File: src/include/clint_config.svh
`ifndef CLINT_CONFIG_SVH
`define CLINT_CONFIG_SVH

`define CLINT_XLEN 32

// standard machine csr addresses
`define CLINT_CSR_MSTATUS  12'h300
`define CLINT_CSR_MISA     12'h301
`define CLINT_CSR_MIE      12'h304
`define CLINT_CSR_MTVEC    12'h305
`define CLINT_CSR_MSCRATCH 12'h340
`define CLINT_CSR_MEPC     12'h341
`define CLINT_CSR_MCAUSE   12'h342
`define CLINT_CSR_MIP      12'h344
`define CLINT_CSR_MHARTID  12'hF14

// mstatus bit positions
`define CLINT_MSTATUS_MIE  3
`define CLINT_MSTATUS_MPIE 7

// mcause values, bit 31 flags an interrupt
`define CLINT_CAUSE_ECALL  32'd11
`define CLINT_CAUSE_EBREAK 32'd3
`define CLINT_CAUSE_MTIMER 32'h8000_0007

// mxl = 1 (32 bit), only the I extension
`define CLINT_MISA_VALUE    32'h4000_0100
`define CLINT_MHARTID_VALUE 32'h0000_0000

`endif

File: src/clint_pkg.sv
package clint_pkg;

    // request opcodes from the decoder
    typedef enum logic [2:0] {
        OP_NONE   = 3'd0,
        OP_CSRRW  = 3'd1,
        OP_CSRRS  = 3'd2,
        OP_CSRRC  = 3'd3,
        OP_ECALL  = 3'd4,
        OP_EBREAK = 3'd5,
        OP_MRET   = 3'd6
    } csr_op_e;

    // sequencer states
    typedef enum logic [2:0] {
        ST_IDLE   = 3'd0,
        ST_CSR    = 3'd1,  // csr read-modify-write
        ST_CAUSE  = 3'd2,  // trap: mcause
        ST_EPC    = 3'd3,  // trap: mepc
        ST_STATUS = 3'd4,  // trap or mret: mstatus
        ST_JUMP   = 3'd5
    } clint_state_e;

endpackage

File: src/csr_regfile.sv
`timescale 1ns/1ps
`include "clint_config.svh"

module csr_regfile (
    input  logic                   clk,
    input  logic                   rst_n,

    // write port
    input  logic                   csr_we_i,
    input  logic [11:0]            csr_waddr_i,
    input  logic [`CLINT_XLEN-1:0] csr_wdata_i,

    // read port
    input  logic [11:0]            csr_raddr_i,
    output logic [`CLINT_XLEN-1:0] csr_rdata_o,

    // direct views for the sequencer
    output logic [`CLINT_XLEN-1:0] mstatus_o,
    output logic [`CLINT_XLEN-1:0] mepc_o,
    output logic [`CLINT_XLEN-1:0] mtvec_o
);

    logic [`CLINT_XLEN-1:0] mstatus_q;
    logic [`CLINT_XLEN-1:0] mie_q;
    logic [`CLINT_XLEN-1:0] mtvec_q;
    logic [`CLINT_XLEN-1:0] mscratch_q;
    logic [`CLINT_XLEN-1:0] mepc_q;
    logic [`CLINT_XLEN-1:0] mcause_q;
    logic [`CLINT_XLEN-1:0] mip_q;

    assign mstatus_o = mstatus_q;
    assign mepc_o    = mepc_q;
    assign mtvec_o   = mtvec_q;

    // combinational read
    always_comb begin
        case (csr_raddr_i)
            `CLINT_CSR_MSTATUS:  csr_rdata_o = mstatus_q;
            `CLINT_CSR_MISA:     csr_rdata_o = `CLINT_MISA_VALUE;
            `CLINT_CSR_MIE:      csr_rdata_o = mie_q;
            `CLINT_CSR_MTVEC:    csr_rdata_o = mtvec_q;
            `CLINT_CSR_MSCRATCH: csr_rdata_o = mscratch_q;
            `CLINT_CSR_MEPC:     csr_rdata_o = mepc_q;
            `CLINT_CSR_MCAUSE:   csr_rdata_o = mcause_q;
            `CLINT_CSR_MIP:      csr_rdata_o = mip_q;
            `CLINT_CSR_MHARTID:  csr_rdata_o = `CLINT_MHARTID_VALUE;
            default:             csr_rdata_o = '0;  // unmapped
        endcase
    end

    // one write per cycle, visible to a read on the next cycle
    always_ff @(posedge clk) begin
        if (!rst_n) begin
            mstatus_q  <= '0;  // mie = 0, interrupts off
            mie_q      <= '0;
            mtvec_q    <= '0;
            mscratch_q <= '0;
            mepc_q     <= '0;
            mcause_q   <= '0;
            mip_q      <= '0;
        end else if (csr_we_i) begin
            case (csr_waddr_i)
                `CLINT_CSR_MSTATUS: begin
                    mstatus_q <= csr_wdata_i;
                end
                `CLINT_CSR_MIE: begin
                    mie_q <= csr_wdata_i;
                end
                `CLINT_CSR_MTVEC: begin
                    mtvec_q <= csr_wdata_i;
                end
                `CLINT_CSR_MSCRATCH: begin
                    mscratch_q <= csr_wdata_i;
                end
                `CLINT_CSR_MEPC: begin
                    mepc_q <= csr_wdata_i;
                end
                `CLINT_CSR_MCAUSE: begin
                    mcause_q <= csr_wdata_i;
                end
                `CLINT_CSR_MIP: begin
                    mip_q <= csr_wdata_i;
                end
                // misa, mhartid and unmapped addresses drop the write
                default: begin
                end
            endcase
        end
    end

endmodule

File: src/trap_fsm.sv
`timescale 1ns/1ps
`include "clint_config.svh"

module trap_fsm import clint_pkg::*; (
    input  logic                   clk,
    input  logic                   rst_n,

    // request from the decoder
    input  logic                   req_valid_i,
    input  csr_op_e                req_op_i,
    input  logic [11:0]            req_addr_i,
    input  logic [`CLINT_XLEN-1:0] req_operand_i,
    input  logic [`CLINT_XLEN-1:0] req_pc_i,
    output logic                   req_ready_o,

    input  logic                   timer_irq_i,

    // register file side
    output logic                   csr_we_o,
    output logic [11:0]            csr_waddr_o,
    output logic [`CLINT_XLEN-1:0] csr_wdata_o,
    output logic [11:0]            csr_raddr_o,
    input  logic [`CLINT_XLEN-1:0] csr_rdata_i,
    input  logic [`CLINT_XLEN-1:0] mstatus_i,
    input  logic [`CLINT_XLEN-1:0] mepc_i,
    input  logic [`CLINT_XLEN-1:0] mtvec_i,

    // writeback and redirect pulses
    output logic                   wb_valid_o,
    output logic [`CLINT_XLEN-1:0] wb_data_o,
    output logic                   jump_valid_o,
    output logic [`CLINT_XLEN-1:0] jump_pc_o
);

    clint_state_e state_q;
    clint_state_e state_d;

    // latched request
    csr_op_e                op_q;
    logic                   irq_q;
    logic [11:0]            addr_q;
    logic [`CLINT_XLEN-1:0] operand_q;
    logic [`CLINT_XLEN-1:0] pc_q;

    logic                   idle_free;
    logic                   irq_take;
    logic                   req_fire;
    logic                   is_mret;
    logic [`CLINT_XLEN-1:0] cause_val;
    logic [`CLINT_XLEN-1:0] mstatus_trap;
    logic [`CLINT_XLEN-1:0] mstatus_ret;

    // the cycle carrying an output pulse still counts as busy
    assign idle_free   = (state_q == ST_IDLE) && !wb_valid_o && !jump_valid_o;
    assign irq_take    = idle_free && timer_irq_i && mstatus_i[`CLINT_MSTATUS_MIE];
    assign req_ready_o = idle_free && !irq_take;  // interrupt wins over a request
    assign req_fire    = req_valid_i && req_ready_o;

    assign is_mret = !irq_q && (op_q == OP_MRET);

    always_comb begin
        if (irq_q) begin
            cause_val = `CLINT_CAUSE_MTIMER;
        end else if (op_q == OP_EBREAK) begin
            cause_val = `CLINT_CAUSE_EBREAK;
        end else begin
            cause_val = `CLINT_CAUSE_ECALL;
        end
    end

    // mstatus images for trap entry and for mret
    always_comb begin
        mstatus_trap = mstatus_i;
        mstatus_trap[`CLINT_MSTATUS_MPIE] = mstatus_i[`CLINT_MSTATUS_MIE];
        mstatus_trap[`CLINT_MSTATUS_MIE]  = 1'b0;

        mstatus_ret = mstatus_i;
        mstatus_ret[`CLINT_MSTATUS_MIE]  = mstatus_i[`CLINT_MSTATUS_MPIE];
        mstatus_ret[`CLINT_MSTATUS_MPIE] = 1'b1;
    end

    always_comb begin
        state_d = state_q;
        case (state_q)
            ST_IDLE: begin
                if (irq_take) begin
                    state_d = ST_CAUSE;
                end else if (req_fire) begin
                    case (req_op_i)
                        OP_CSRRW, OP_CSRRS, OP_CSRRC: state_d = ST_CSR;
                        OP_ECALL, OP_EBREAK:          state_d = ST_CAUSE;
                        OP_MRET:                      state_d = ST_STATUS;
                        default:                      state_d = ST_IDLE;  // OP_NONE
                    endcase
                end
            end
            ST_CSR:    state_d = ST_IDLE;
            ST_CAUSE:  state_d = ST_EPC;
            ST_EPC:    state_d = ST_STATUS;
            ST_STATUS: state_d = ST_JUMP;
            ST_JUMP:   state_d = ST_IDLE;
            default:   state_d = ST_IDLE;
        endcase
    end

    always_ff @(posedge clk) begin
        if (!rst_n) begin
            state_q <= ST_IDLE;
        end else begin
            state_q <= state_d;
        end
    end

    // what kind of sequence is running
    always_ff @(posedge clk) begin
        if (!rst_n) begin
            op_q  <= OP_NONE;
            irq_q <= 1'b0;
        end else if (irq_take) begin
            op_q  <= OP_NONE;
            irq_q <= 1'b1;
        end else if (req_fire) begin
            op_q  <= req_op_i;
            irq_q <= 1'b0;
        end
    end

    always_ff @(posedge clk) begin
        if (irq_take) begin
            pc_q <= req_pc_i;  // pc sampled even without valid
        end else if (req_fire) begin
            addr_q    <= req_addr_i;
            operand_q <= req_operand_i;
            pc_q      <= req_pc_i;
        end
    end

    assign csr_raddr_o = addr_q;

    // write issued here lands at the end of the current state
    always_comb begin
        csr_we_o    = 1'b0;
        csr_waddr_o = addr_q;
        csr_wdata_o = operand_q;
        case (state_q)
            ST_CSR: begin
                csr_we_o = 1'b1;
                case (op_q)
                    OP_CSRRS: csr_wdata_o = csr_rdata_i | operand_q;
                    OP_CSRRC: csr_wdata_o = csr_rdata_i & ~operand_q;
                    default:  csr_wdata_o = operand_q;
                endcase
            end
            ST_CAUSE: begin
                csr_we_o    = 1'b1;
                csr_waddr_o = `CLINT_CSR_MCAUSE;
                csr_wdata_o = cause_val;
            end
            ST_EPC: begin
                csr_we_o    = 1'b1;
                csr_waddr_o = `CLINT_CSR_MEPC;
                csr_wdata_o = pc_q;
            end
            ST_STATUS: begin
                csr_we_o    = 1'b1;
                csr_waddr_o = `CLINT_CSR_MSTATUS;
                csr_wdata_o = is_mret ? mstatus_ret : mstatus_trap;
            end
            default: begin
            end
        endcase
    end

    always_ff @(posedge clk) begin
        if (!rst_n) begin
            wb_valid_o   <= 1'b0;
            jump_valid_o <= 1'b0;
        end else begin
            wb_valid_o   <= (state_q == ST_CSR);
            jump_valid_o <= (state_q == ST_JUMP);
        end
    end

    always_ff @(posedge clk) begin
        if (state_q == ST_CSR) begin
            wb_data_o <= csr_rdata_i;  // old value goes to rd
        end
        if (state_q == ST_JUMP) begin
            jump_pc_o <= is_mret ? mepc_i : mtvec_i;
        end
    end

endmodule

File: src/clint_top.sv
`timescale 1ns/1ps

module clint_top import clint_pkg::*; (
    input  logic        clk,
    input  logic        rst_n,

    input  logic        req_valid_i,
    input  csr_op_e     req_op_i,
    input  logic [11:0] req_addr_i,
    input  logic [31:0] req_operand_i,
    input  logic [31:0] req_pc_i,
    output logic        req_ready_o,

    input  logic        timer_irq_i,

    output logic        wb_valid_o,
    output logic [31:0] wb_data_o,
    output logic        jump_valid_o,
    output logic [31:0] jump_pc_o
);

    logic        csr_we;
    logic [11:0] csr_waddr;
    logic [31:0] csr_wdata;
    logic [11:0] csr_raddr;
    logic [31:0] csr_rdata;
    logic [31:0] mstatus_q;
    logic [31:0] mepc_q;
    logic [31:0] mtvec_q;

    csr_regfile u_csr_regfile (
        .clk         (clk),
        .rst_n       (rst_n),
        .csr_we_i    (csr_we),
        .csr_waddr_i (csr_waddr),
        .csr_wdata_i (csr_wdata),
        .csr_raddr_i (csr_raddr),
        .csr_rdata_o (csr_rdata),
        .mstatus_o   (mstatus_q),
        .mepc_o      (mepc_q),
        .mtvec_o     (mtvec_q)
    );

    trap_fsm u_trap_fsm (
        .clk           (clk),
        .rst_n         (rst_n),
        .req_valid_i   (req_valid_i),
        .req_op_i      (req_op_i),
        .req_addr_i    (req_addr_i),
        .req_operand_i (req_operand_i),
        .req_pc_i      (req_pc_i),
        .req_ready_o   (req_ready_o),
        .timer_irq_i   (timer_irq_i),
        .csr_we_o      (csr_we),
        .csr_waddr_o   (csr_waddr),
        .csr_wdata_o   (csr_wdata),
        .csr_raddr_o   (csr_raddr),
        .csr_rdata_i   (csr_rdata),
        .mstatus_i     (mstatus_q),
        .mepc_i        (mepc_q),
        .mtvec_i       (mtvec_q),
        .wb_valid_o    (wb_valid_o),
        .wb_data_o     (wb_data_o),
        .jump_valid_o  (jump_valid_o),
        .jump_pc_o     (jump_pc_o)
    );

endmodule

File: config.mk
export PLATFORM = sky130hd
export DESIGN_NAME = clint_top
export DESIGN_NICKNAME = d
export VERILOG_FILES = /design/src/clint_pkg.sv /design/src/csr_regfile.sv /design/src/trap_fsm.sv /design/src/clint_top.sv
export VERILOG_INCLUDE_DIRS = /design/src /design/src/include
export SDC_FILE = /design/constraint.sdc
export NUM_CORES = 1
export LEC_CHECK = 0
export BUFFER_PORTS_ARGS = -buffer_cell sky130_fd_sc_hd__buf_2
export CORE_AREA = 5 5 171 173
export CTS_BUF_LIST = sky130_fd_sc_hd__clkbuf_4
export CTS_CLUSTER_DIAMETER = 200
export DETAILED_ROUTE_END_ITERATION = 7
export DIE_AREA = 0 0 176 178
export PLACE_DENSITY = 0.85
export SYNTH_ARGS = -nofsm -noshare
export SYNTH_HDL_FRONTEND = slang
export SYNTH_SLANG_ARGS = --single-unit
File: constraint.sdc
create_clock -name clk -period 5.21 [get_ports clk]
set_input_delay 0.7815 -clock clk [delete_from_list [all_inputs] [get_ports clk]]
set_output_delay 0.7815 -clock clk [all_outputs]
set_load 0.01 [all_outputs]
==> impl_metrics.csv, run 1 <==
group,metric,value,unit
power_and_ir_drop,p_leak,0.00669,µW
finish,drive_gt1_frac,0.248,
sta,clock.fmax,282,MHz
route,ant_nets,0,
floorplan,die-area,31300,µm²
clock_network,post-cts-setup-buffers,0,
sta,maxSlewViolCount,0,
clock_network,cts_tree,"yes",
power_and_ir_drop,clkPwrFrac,0.410,
global_routing,grt_pass1_vias,14000,
power_and_ir_drop,p_int,4850,µW
setup_path,rrSetupSlack,1660,ps
sta,grt_setup_unrepaired,"no",
clock_network,cts_hold_buf,0,
global_routing,grt_start_max_net_pins,114,
flow_run,maxCapViolCount,0,
logic_synthesis,async_flop_share,0,
logic_synthesis,synth_edf_count,140,
finish,nFillCells,2054,
clock_network,cts_resized,0,
logic_synthesis,synth_fp_nets,1649,
floorplan,start_util,0.593,
logic_synthesis,synth.avg_cell_area,10.4,µm²
run_status,outcome,"finished clean",
route,drc_errors,0,
floorplan,core_area,27500,µm²
clock_network,clk_latency,750,ps
clock_network,htreeDepth,3,
clock_network,cts.sinks,373,
setup_path,worstPathRequired,5870,ps
global_routing,grt_pass1_wl,74200,µm
finish,areaGrowthSynthToFinish,13.4,%
logic_synthesis,syn_inst,1566,
finish,layout.nets,1767,
sta,finalCritPeriodShare,0.682,
setup_path,end_kind,"flip-flop",
route,wire_per_inst,22.8,µm
power_and_ir_drop,pwr_density_cell,356,nW/µm²
logic_synthesis,synth-main-ff-cell,"dfxtp_1",
logic_synthesis,yosys_warnings,0,
sta,period_needed,3550,ps
global_routing,antenna_found_initial,1,
clock_network,cts_root_buffer,"clkbuf_4",
logic_synthesis,yosysSeqAreaShare,0.544,
placement,hpwl,28200,µm
sta,max_slew_margin,0.139,
clock_network,cts_buffers,95,
route,wirelength,48100,µm
logic_synthesis,synth.distinct_cells,70,
setup_path,cp_max_fo,36,
placement,finalWeightedCongestion,0.891,
floorplan,die_w,176,µm
clock_network,clock_path_buffers,3,
sta,hold-worst-slack,209,ps
logic_synthesis,ys_ff_latch,373,
floorplan,io_pins,150,
worst_hold_path,min_path_type,"input port to flip-flop",
finish,fin_area,18500,µm²
clock_network,clk_pin_slew_worst_paths,80,ps
global_routing,gr-total-overflow,0,
setup_path,critPathKind,"flip-flop to flip-flop",
route,drt_iter0_markers,1864,
power_and_ir_drop,sw_frac_of_total,0.263,
sta,finClkSkew,63.3,ps
power_and_ir_drop,power.share.sequential,0.495,
sta,worst-slew-pin-transition,1290,ps
setup_path,cp.arrival,4210,ps
floorplan,row_count,61,
power_and_ir_drop,power,6580,µW
global_routing,track_usage,0.297,
route,via_per_inst,6.80,
placement,place_area,17100,µm²
sta,finalHoldViolations,0,
sta,final.setup.tns,0,ps
power_and_ir_drop,p_sw,1730,µW
route,drtPass1Iterations,6,
route,vias,14400,
power_and_ir_drop,comb_power_share,0.095,
placement,io_buffers,149,
logic_synthesis,synth_area,16300,µm²
setup_path,setup.worst_path.start_class,"flip-flop",
floorplan,die_y,178,µm
sta,setup_viol,0,
power_and_ir_drop,max-vdd-ir-drop,218,µV
## cells in the final DEF, fill, tap and decap left out, types with 23 or more instances in the layout
cell and instances:
dfxtp_1 232, o21ai_0 171, buf_2 148, a31oi_1 147
clkbuf_4 141, edfxtp_1 140, nand2_1 105, nor2_1 93
a21oi_1 69, mux2i_1 67, mux2_2 40, buf_4 33
a211oi_1 29, a221oi_1 29, a311oi_1 29, o22ai_1 27
a22o_1 25, and3_1 23, or3_1 23, a311oi_2 23
clkinv_1 23
## stage by stage
step,std cells,setup WS (ps),util
final,2113,1660,0.673
after global routing,2113,1390,0.673
after CTS,2111,1720,0.673
after detailed placement,1933,1760,0.624
after global placement,1933,1890,0.624
after floorplan,1566,573,-
## critical path, stage by stage, from the launching register on
cell and delay (ps):
edfxtp_1 360, nor4bb_1 850, nand3_1 640, nor2_4 880
buf_4 420, o21ai_0 150, a31oi_1 220
## final timing paths
| kind | startpoint | end | depth (start not counted) |
|---|---|---|---|
| max | u_trap_fsm.csr_raddr_o[10]$_DFFE_PP_ | u_csr_regfile.mscratch_q[11]$_SDFFE_PN0P_ | 6 |
| min | req_pc_i[18] | u_trap_fsm.pc_q[18]$_DFFE_PP_ | 1 |
| min reg2reg | u_csr_regfile.mip_q[0]$_SDFFE_PN0P_ | u_csr_regfile.mip_q[0]$_SDFFE_PN0P_ | 2 |
| max reg2reg | u_trap_fsm.csr_raddr_o[10]$_DFFE_PP_ | u_csr_regfile.mscratch_q[11]$_SDFFE_PN0P_ | 6 |
## synthesized netlist by cell type, types with 8 or more instances
library cell / n / area, µm²
a211oi_1: 29 / 218
a21oi_1: 69 / 345
a221oi_1: 29 / 254
a22o_1: 25 / 219
a311oi_1: 29 / 254
a311oi_2: 23 / 345
a31oi_1: 147 / 920
and2_1: 8 / 50.1
and3_1: 23 / 144
buf_2: 34 / 170
clkbuf_1: 112 / 420
dfxtp_1: 233 / 4660
edfxtp_1: 140 / 4200
mux2_2: 40 / 450
mux2i_1: 67 / 671
nand2_1: 107 / 402
nand3_1: 14 / 70.1
nor2_1: 96 / 360
o21ai_0: 171 / 856
o22ai_1: 27 / 169
or3_1: 23 / 144
## routing by layer
layer,routed length (µm),part of all wire,track usage
met1,18700,0.39,0.404
met2,21500,0.45,0.456
met3,5990,0.12,0.0729
met4,1940,0.040,0.129
met5,0,0,0
## final cells by class
cell class | instances | area, µm² | area share
clock buffer | 141 | 1060 | 0.0573
timing repair buffer | 181 | 988 | 0.0535
sequential | 373 | 8870 | 0.480
multi-input combinational | 1029 | 6840 | 0.370
clock inverter | 37 | 280 | 0.0152
tap | 346 | 433 | 0.0234
antenna | 2 | 5.00 | 0.000271
inverter | 4 | 16.3 | 0.000880
## registers in the layout (all words and copies together), names as in the netlist
register	cells
u_csr_regfile.mcause_q	32
u_csr_regfile.mepc_o	32
u_csr_regfile.mie_q	32
u_csr_regfile.mip_q	32
u_csr_regfile.mscratch_q	32
u_csr_regfile.mstatus_o	32
u_csr_regfile.mtvec_o	32
u_trap_fsm.jump_pc_o	32
u_trap_fsm.operand_q	32
u_trap_fsm.pc_q	32
u_trap_fsm.wb_data_o	32
u_trap_fsm.csr_raddr_o	12
u_trap_fsm.op_q	3
u_trap_fsm.state_q	3
u_trap_fsm.irq_q	1
u_trap_fsm.jump_valid_o	1
u_trap_fsm.wb_valid_o	1
## logic make-up (layout without fill, tap and decap cells)
family | after synthesis | count (layout) | synth area share
AND/OR/NAND/NOR | 323 | 323 | 0.0965
buffers and inverters | 164 | 363 | 0.0436
AO/OA/AOI/OAI | 599 | 599 | 0.247
flip-flops | 373 | 373 | 0.544
multiplexers | 107 | 107 | 0.0688
other | 0 | 2 | 0
## power groups by stage
stage | combinational (µW) | sequential (µW) | clock [µW]
global placement | 590 | 3310 | 0
global route | 659 | 3260 | 2890
finish | 623 | 3260 | 2700
CTS | 609 | 3250 | 2730
floorplan | 411 | 3270 | 0
detailed placement | 605 | 3310 | 0
Power figures use the tool's default switching activity.
==> inputs of run 2 (changes only) <==
- ABC_AREA: not set -> 1
- CORE_AREA: 5 5 171 173 -> 5 5 180 182
- DIE_AREA: 0 0 176 178 -> 0 0 185 187
- PLACE_DENSITY: 0.85 -> 0.84
- clock period: 5.21 -> 3.5 ns (I/O delays scaled with it)
==> run 2 against run 1 <==
The flow now finishes with violations (design-rule violations). Clock skew decreased by 7.2 ps. Utilization increased by 2.8 points. Routed wire length increased by 19%. Sequential share of layout area decreased by 6.4 points. Sequential cell count unchanged. Synthesized cell count increased by 55%. Setup slack got worse by 1000 ps. Combinational power increased by 78%. Fmax increased by 24%. Via count increased by 23%. Die area increased by 10%. Final cell count increased by 49%.
==> impl_metrics.csv, run 2 <==
group,metric,value,unit
run_status,outcome,"finished with violations",
run_status,violations,"design-rule violations",
placement,dp.cells,2893,
logic_synthesis,synth_commonest_cells,"nand2_1, inv_1, nor2_1",
global_routing,grt_most_used_layer,"met2",
clock_network,cts_buffers,96,
power_and_ir_drop,max-vdd-ir-drop,424,µV
setup_path,crit_top_cell,"nand2_1",
finish,drive_gt1_frac,0.164,
logic_synthesis,ys_ff_latch,373,
clock_network,cts_tree,"yes",
finish,multi_input_area,7280,µm²
sta,maxSlewViolCount,0,
floorplan,row_count,64,
setup_path,crit_path_top_delay_cell,"nor2_4",
setup_path,cp_max_fo,20,
setup_path,end_kind,"flip-flop",
global_routing,met3_usage,0.0630,
power_and_ir_drop,p_leak,0.00979,µW
logic_synthesis,yosys_warnings,0,
route,wire_per_inst,18.2,µm
setup_path,setup.worst_path.start_class,"flip-flop",
route,wirelength,57200,µm
sta,finalCritPeriodShare,0.819,
placement,io_buffers,149,
sta,period_needed,2870,ps
global_routing,grt_pass1_vias,16800,
logic_synthesis,yosys.area.top_type,"dfxtp_1",
setup_path,crit_chain,"inv_1 -> nand2_1 -> nor2_1 -> nand2_1 -> nor2_4 -> buf_4 -> nand2_1 -> o21ai_0 -> nor2_1 -> nand2_1 -> nand2_1 -> nand2_1 -> nand2_2 -> nand3_1 -> nand2_1 -> inv_1",
sta,finClkSkew,56.1,ps
setup_path,crit_buf_inv,3,
sta,grt_setup_unrepaired,"no",
global_routing,track_usage,0.321,
floorplan,die_y,187,µm
placement,finalWeightedCongestion,0.913,
sta,setup_viol,0,
sta,finalHoldViolations,0,
global_routing,grt_pass1_wl,87700,µm
sta,max_slew_margin,0.146,
finish,seq_area,8870,µm²
clock_network,htreeDepth,3,
setup_path,worstPathRequired,4200,ps
route,drc_errors,6,
logic_synthesis,ys_top_cells_by_area,"dfxtp_1, edfxtp_1, nand2_1, inv_1, nor2_1",
global_routing,grt_start_max_net_pins,99,
route,drtPass1Iterations,8,
sta,worst-slew-pin-transition,1280,ps
power_and_ir_drop,pwr_density_cell,462,nW/µm²
global_routing,met1_usage,0.400,
clock_network,clk_pin_slew_worst_paths,70,ps
finish,final_common_cell,"nand2_1",
global_routing,grt_use_met2,0.513,
sta,worst_slack,633,ps
logic_synthesis,synth_area,18100,µm²
floorplan,io_pins,150,
clock_network,cts.sinks,373,
floorplan,die_w,185,µm
logic_synthesis,synth-main-ff-cell,"dfxtp_1",
logic_synthesis,netlist.area_leader.share,0.258,
finish,areaGrowthSynthToFinish,17.9,%
clock_network,post-cts-setup-buffers,0,
logic_synthesis,synth.most_common_cell,"nand2_1",
setup_path,cpPeakStageDelay,570,ps
route,ant_nets,0,
logic_synthesis,synth_edf_count,140,
logic_synthesis,synth.distinct_cells,35,
route,drt_iter0_markers,2193,
logic_synthesis,synth.avg_cell_area,7.46,µm²
logic_synthesis,synth_fp_nets,2507,
placement,hpwl,32900,µm
finish,final_cell_count_no_fill,3149,
sta,final.setup.tns,0,ps
placement,dp_slack,781,ps
finish,nFillCells,2350,
worst_hold_path,min_path_type,"input port to flip-flop",
clock_network,cts_resized,0,
global_routing,antenna_found_initial,1,
route,vias,17600,
finish,layout.nets,2754,
setup_path,path_delay_family,"simple AND/OR/NAND/NOR gates",
clock_network,clk_latency,800,ps
setup_path,cp.arrival,3570,ps
clock_network,cts_root_buffer,"clkbuf_4",
logic_synthesis,yosysSeqAreaShare,0.490,
flow_run,maxCapViolCount,0,
sta,clock.fmax,349,MHz
route,via_per_inst,5.60,
logic_synthesis,syn_inst,2424,
floorplan,start_util,0.594,
power_and_ir_drop,power,9860,µW
clock_network,clock_path_buffers,3,
logic_synthesis,async_flop_share,0,
finish,layout_common_cells,"nand2_1, inv_1, nor2_1",
floorplan,die-area,34600,µm²
global_routing,gr-total-overflow,0,
floorplan,core_area,30400,µm²
setup_path,critPathKind,"flip-flop to flip-flop",
## run 2: cell families (layout without fill, tap and decap cells)
group                  after synthesis  after routing  synth area share
AO/OA/AOI/OAI                      308            308             0.117
buffers and inverters              508            835             0.111
flip-flops                         373            373             0.490
other                                0              2                 0
AND/OR/NAND/NOR                   1235           1235             0.282
## run 2: tightest hold or removal path, cell delays in order
cell     delay [ps]
buf_2           100
inv_1            90
a21oi_1          70
## run 2: path summary, 6_finish.rpt
path	slack, ps	start	endpoint	depth (start not counted)
min	60	req_op_i[1]	u_trap_fsm.op_q[1]$_SDFFE_PP0P_	3
min reg2reg	520	u_trap_fsm.op_q[0]$_SDFFE_PP0P_	u_trap_fsm.op_q[0]$_SDFFE_PP0P_	2
max reg2reg	630	u_trap_fsm.csr_raddr_o[10]$_DFFE_PP_	u_csr_regfile.mcause_q[17]$_SDFFE_PN0P_	16
max	630	u_trap_fsm.csr_raddr_o[10]$_DFFE_PP_	u_csr_regfile.mcause_q[17]$_SDFFE_PN0P_	16
## run 2: final cells by class
| cell class | instances | area share |
|---|---|---|
| clock inverter | 22 | 0.00528 |
| tap | 396 | 0.0232 |
| antenna | 2 | 0.000235 |
| clock buffer | 156 | 0.0549 |
| multi-input combinational | 1543 | 0.341 |
| sequential | 373 | 0.416 |
| inverter | 395 | 0.0699 |
| timing repair buffer | 262 | 0.0890 |
## run 2: where the power goes
part | switching [µW] | leakage (µW) | internal (µW)
sequential | 127 | 0.00325 | 4690
clock | 1840 | 0.000777 | 2080
combinational | 764 | 0.00576 | 351
## run 2: repair_timing
action                                  CTS  global route
endpoints found under the hold margin    76             0
hold buffers                             76             0
endpoints found under the setup margin    0             0
## run 2: stage by stage
step / util / hold slack [ps] / cell area [µm²]
after floorplan: - / 447 / 18100
after global placement: 0.633 / 498 / 19300
after detailed placement: 0.633 / 508 / 19300
after CTS: 0.700 / 15.4 / 21300
after global routing: 0.701 / 67.8 / 21300
final: 0.701 / 60.5 / 21300
## run 2: layer usage
metal	up-vias	part of all wire
li1	8198	-
met1	7911	0.36
met2	1201	0.45
met3	314	0.12
met4	0	0.067
met5	-	0
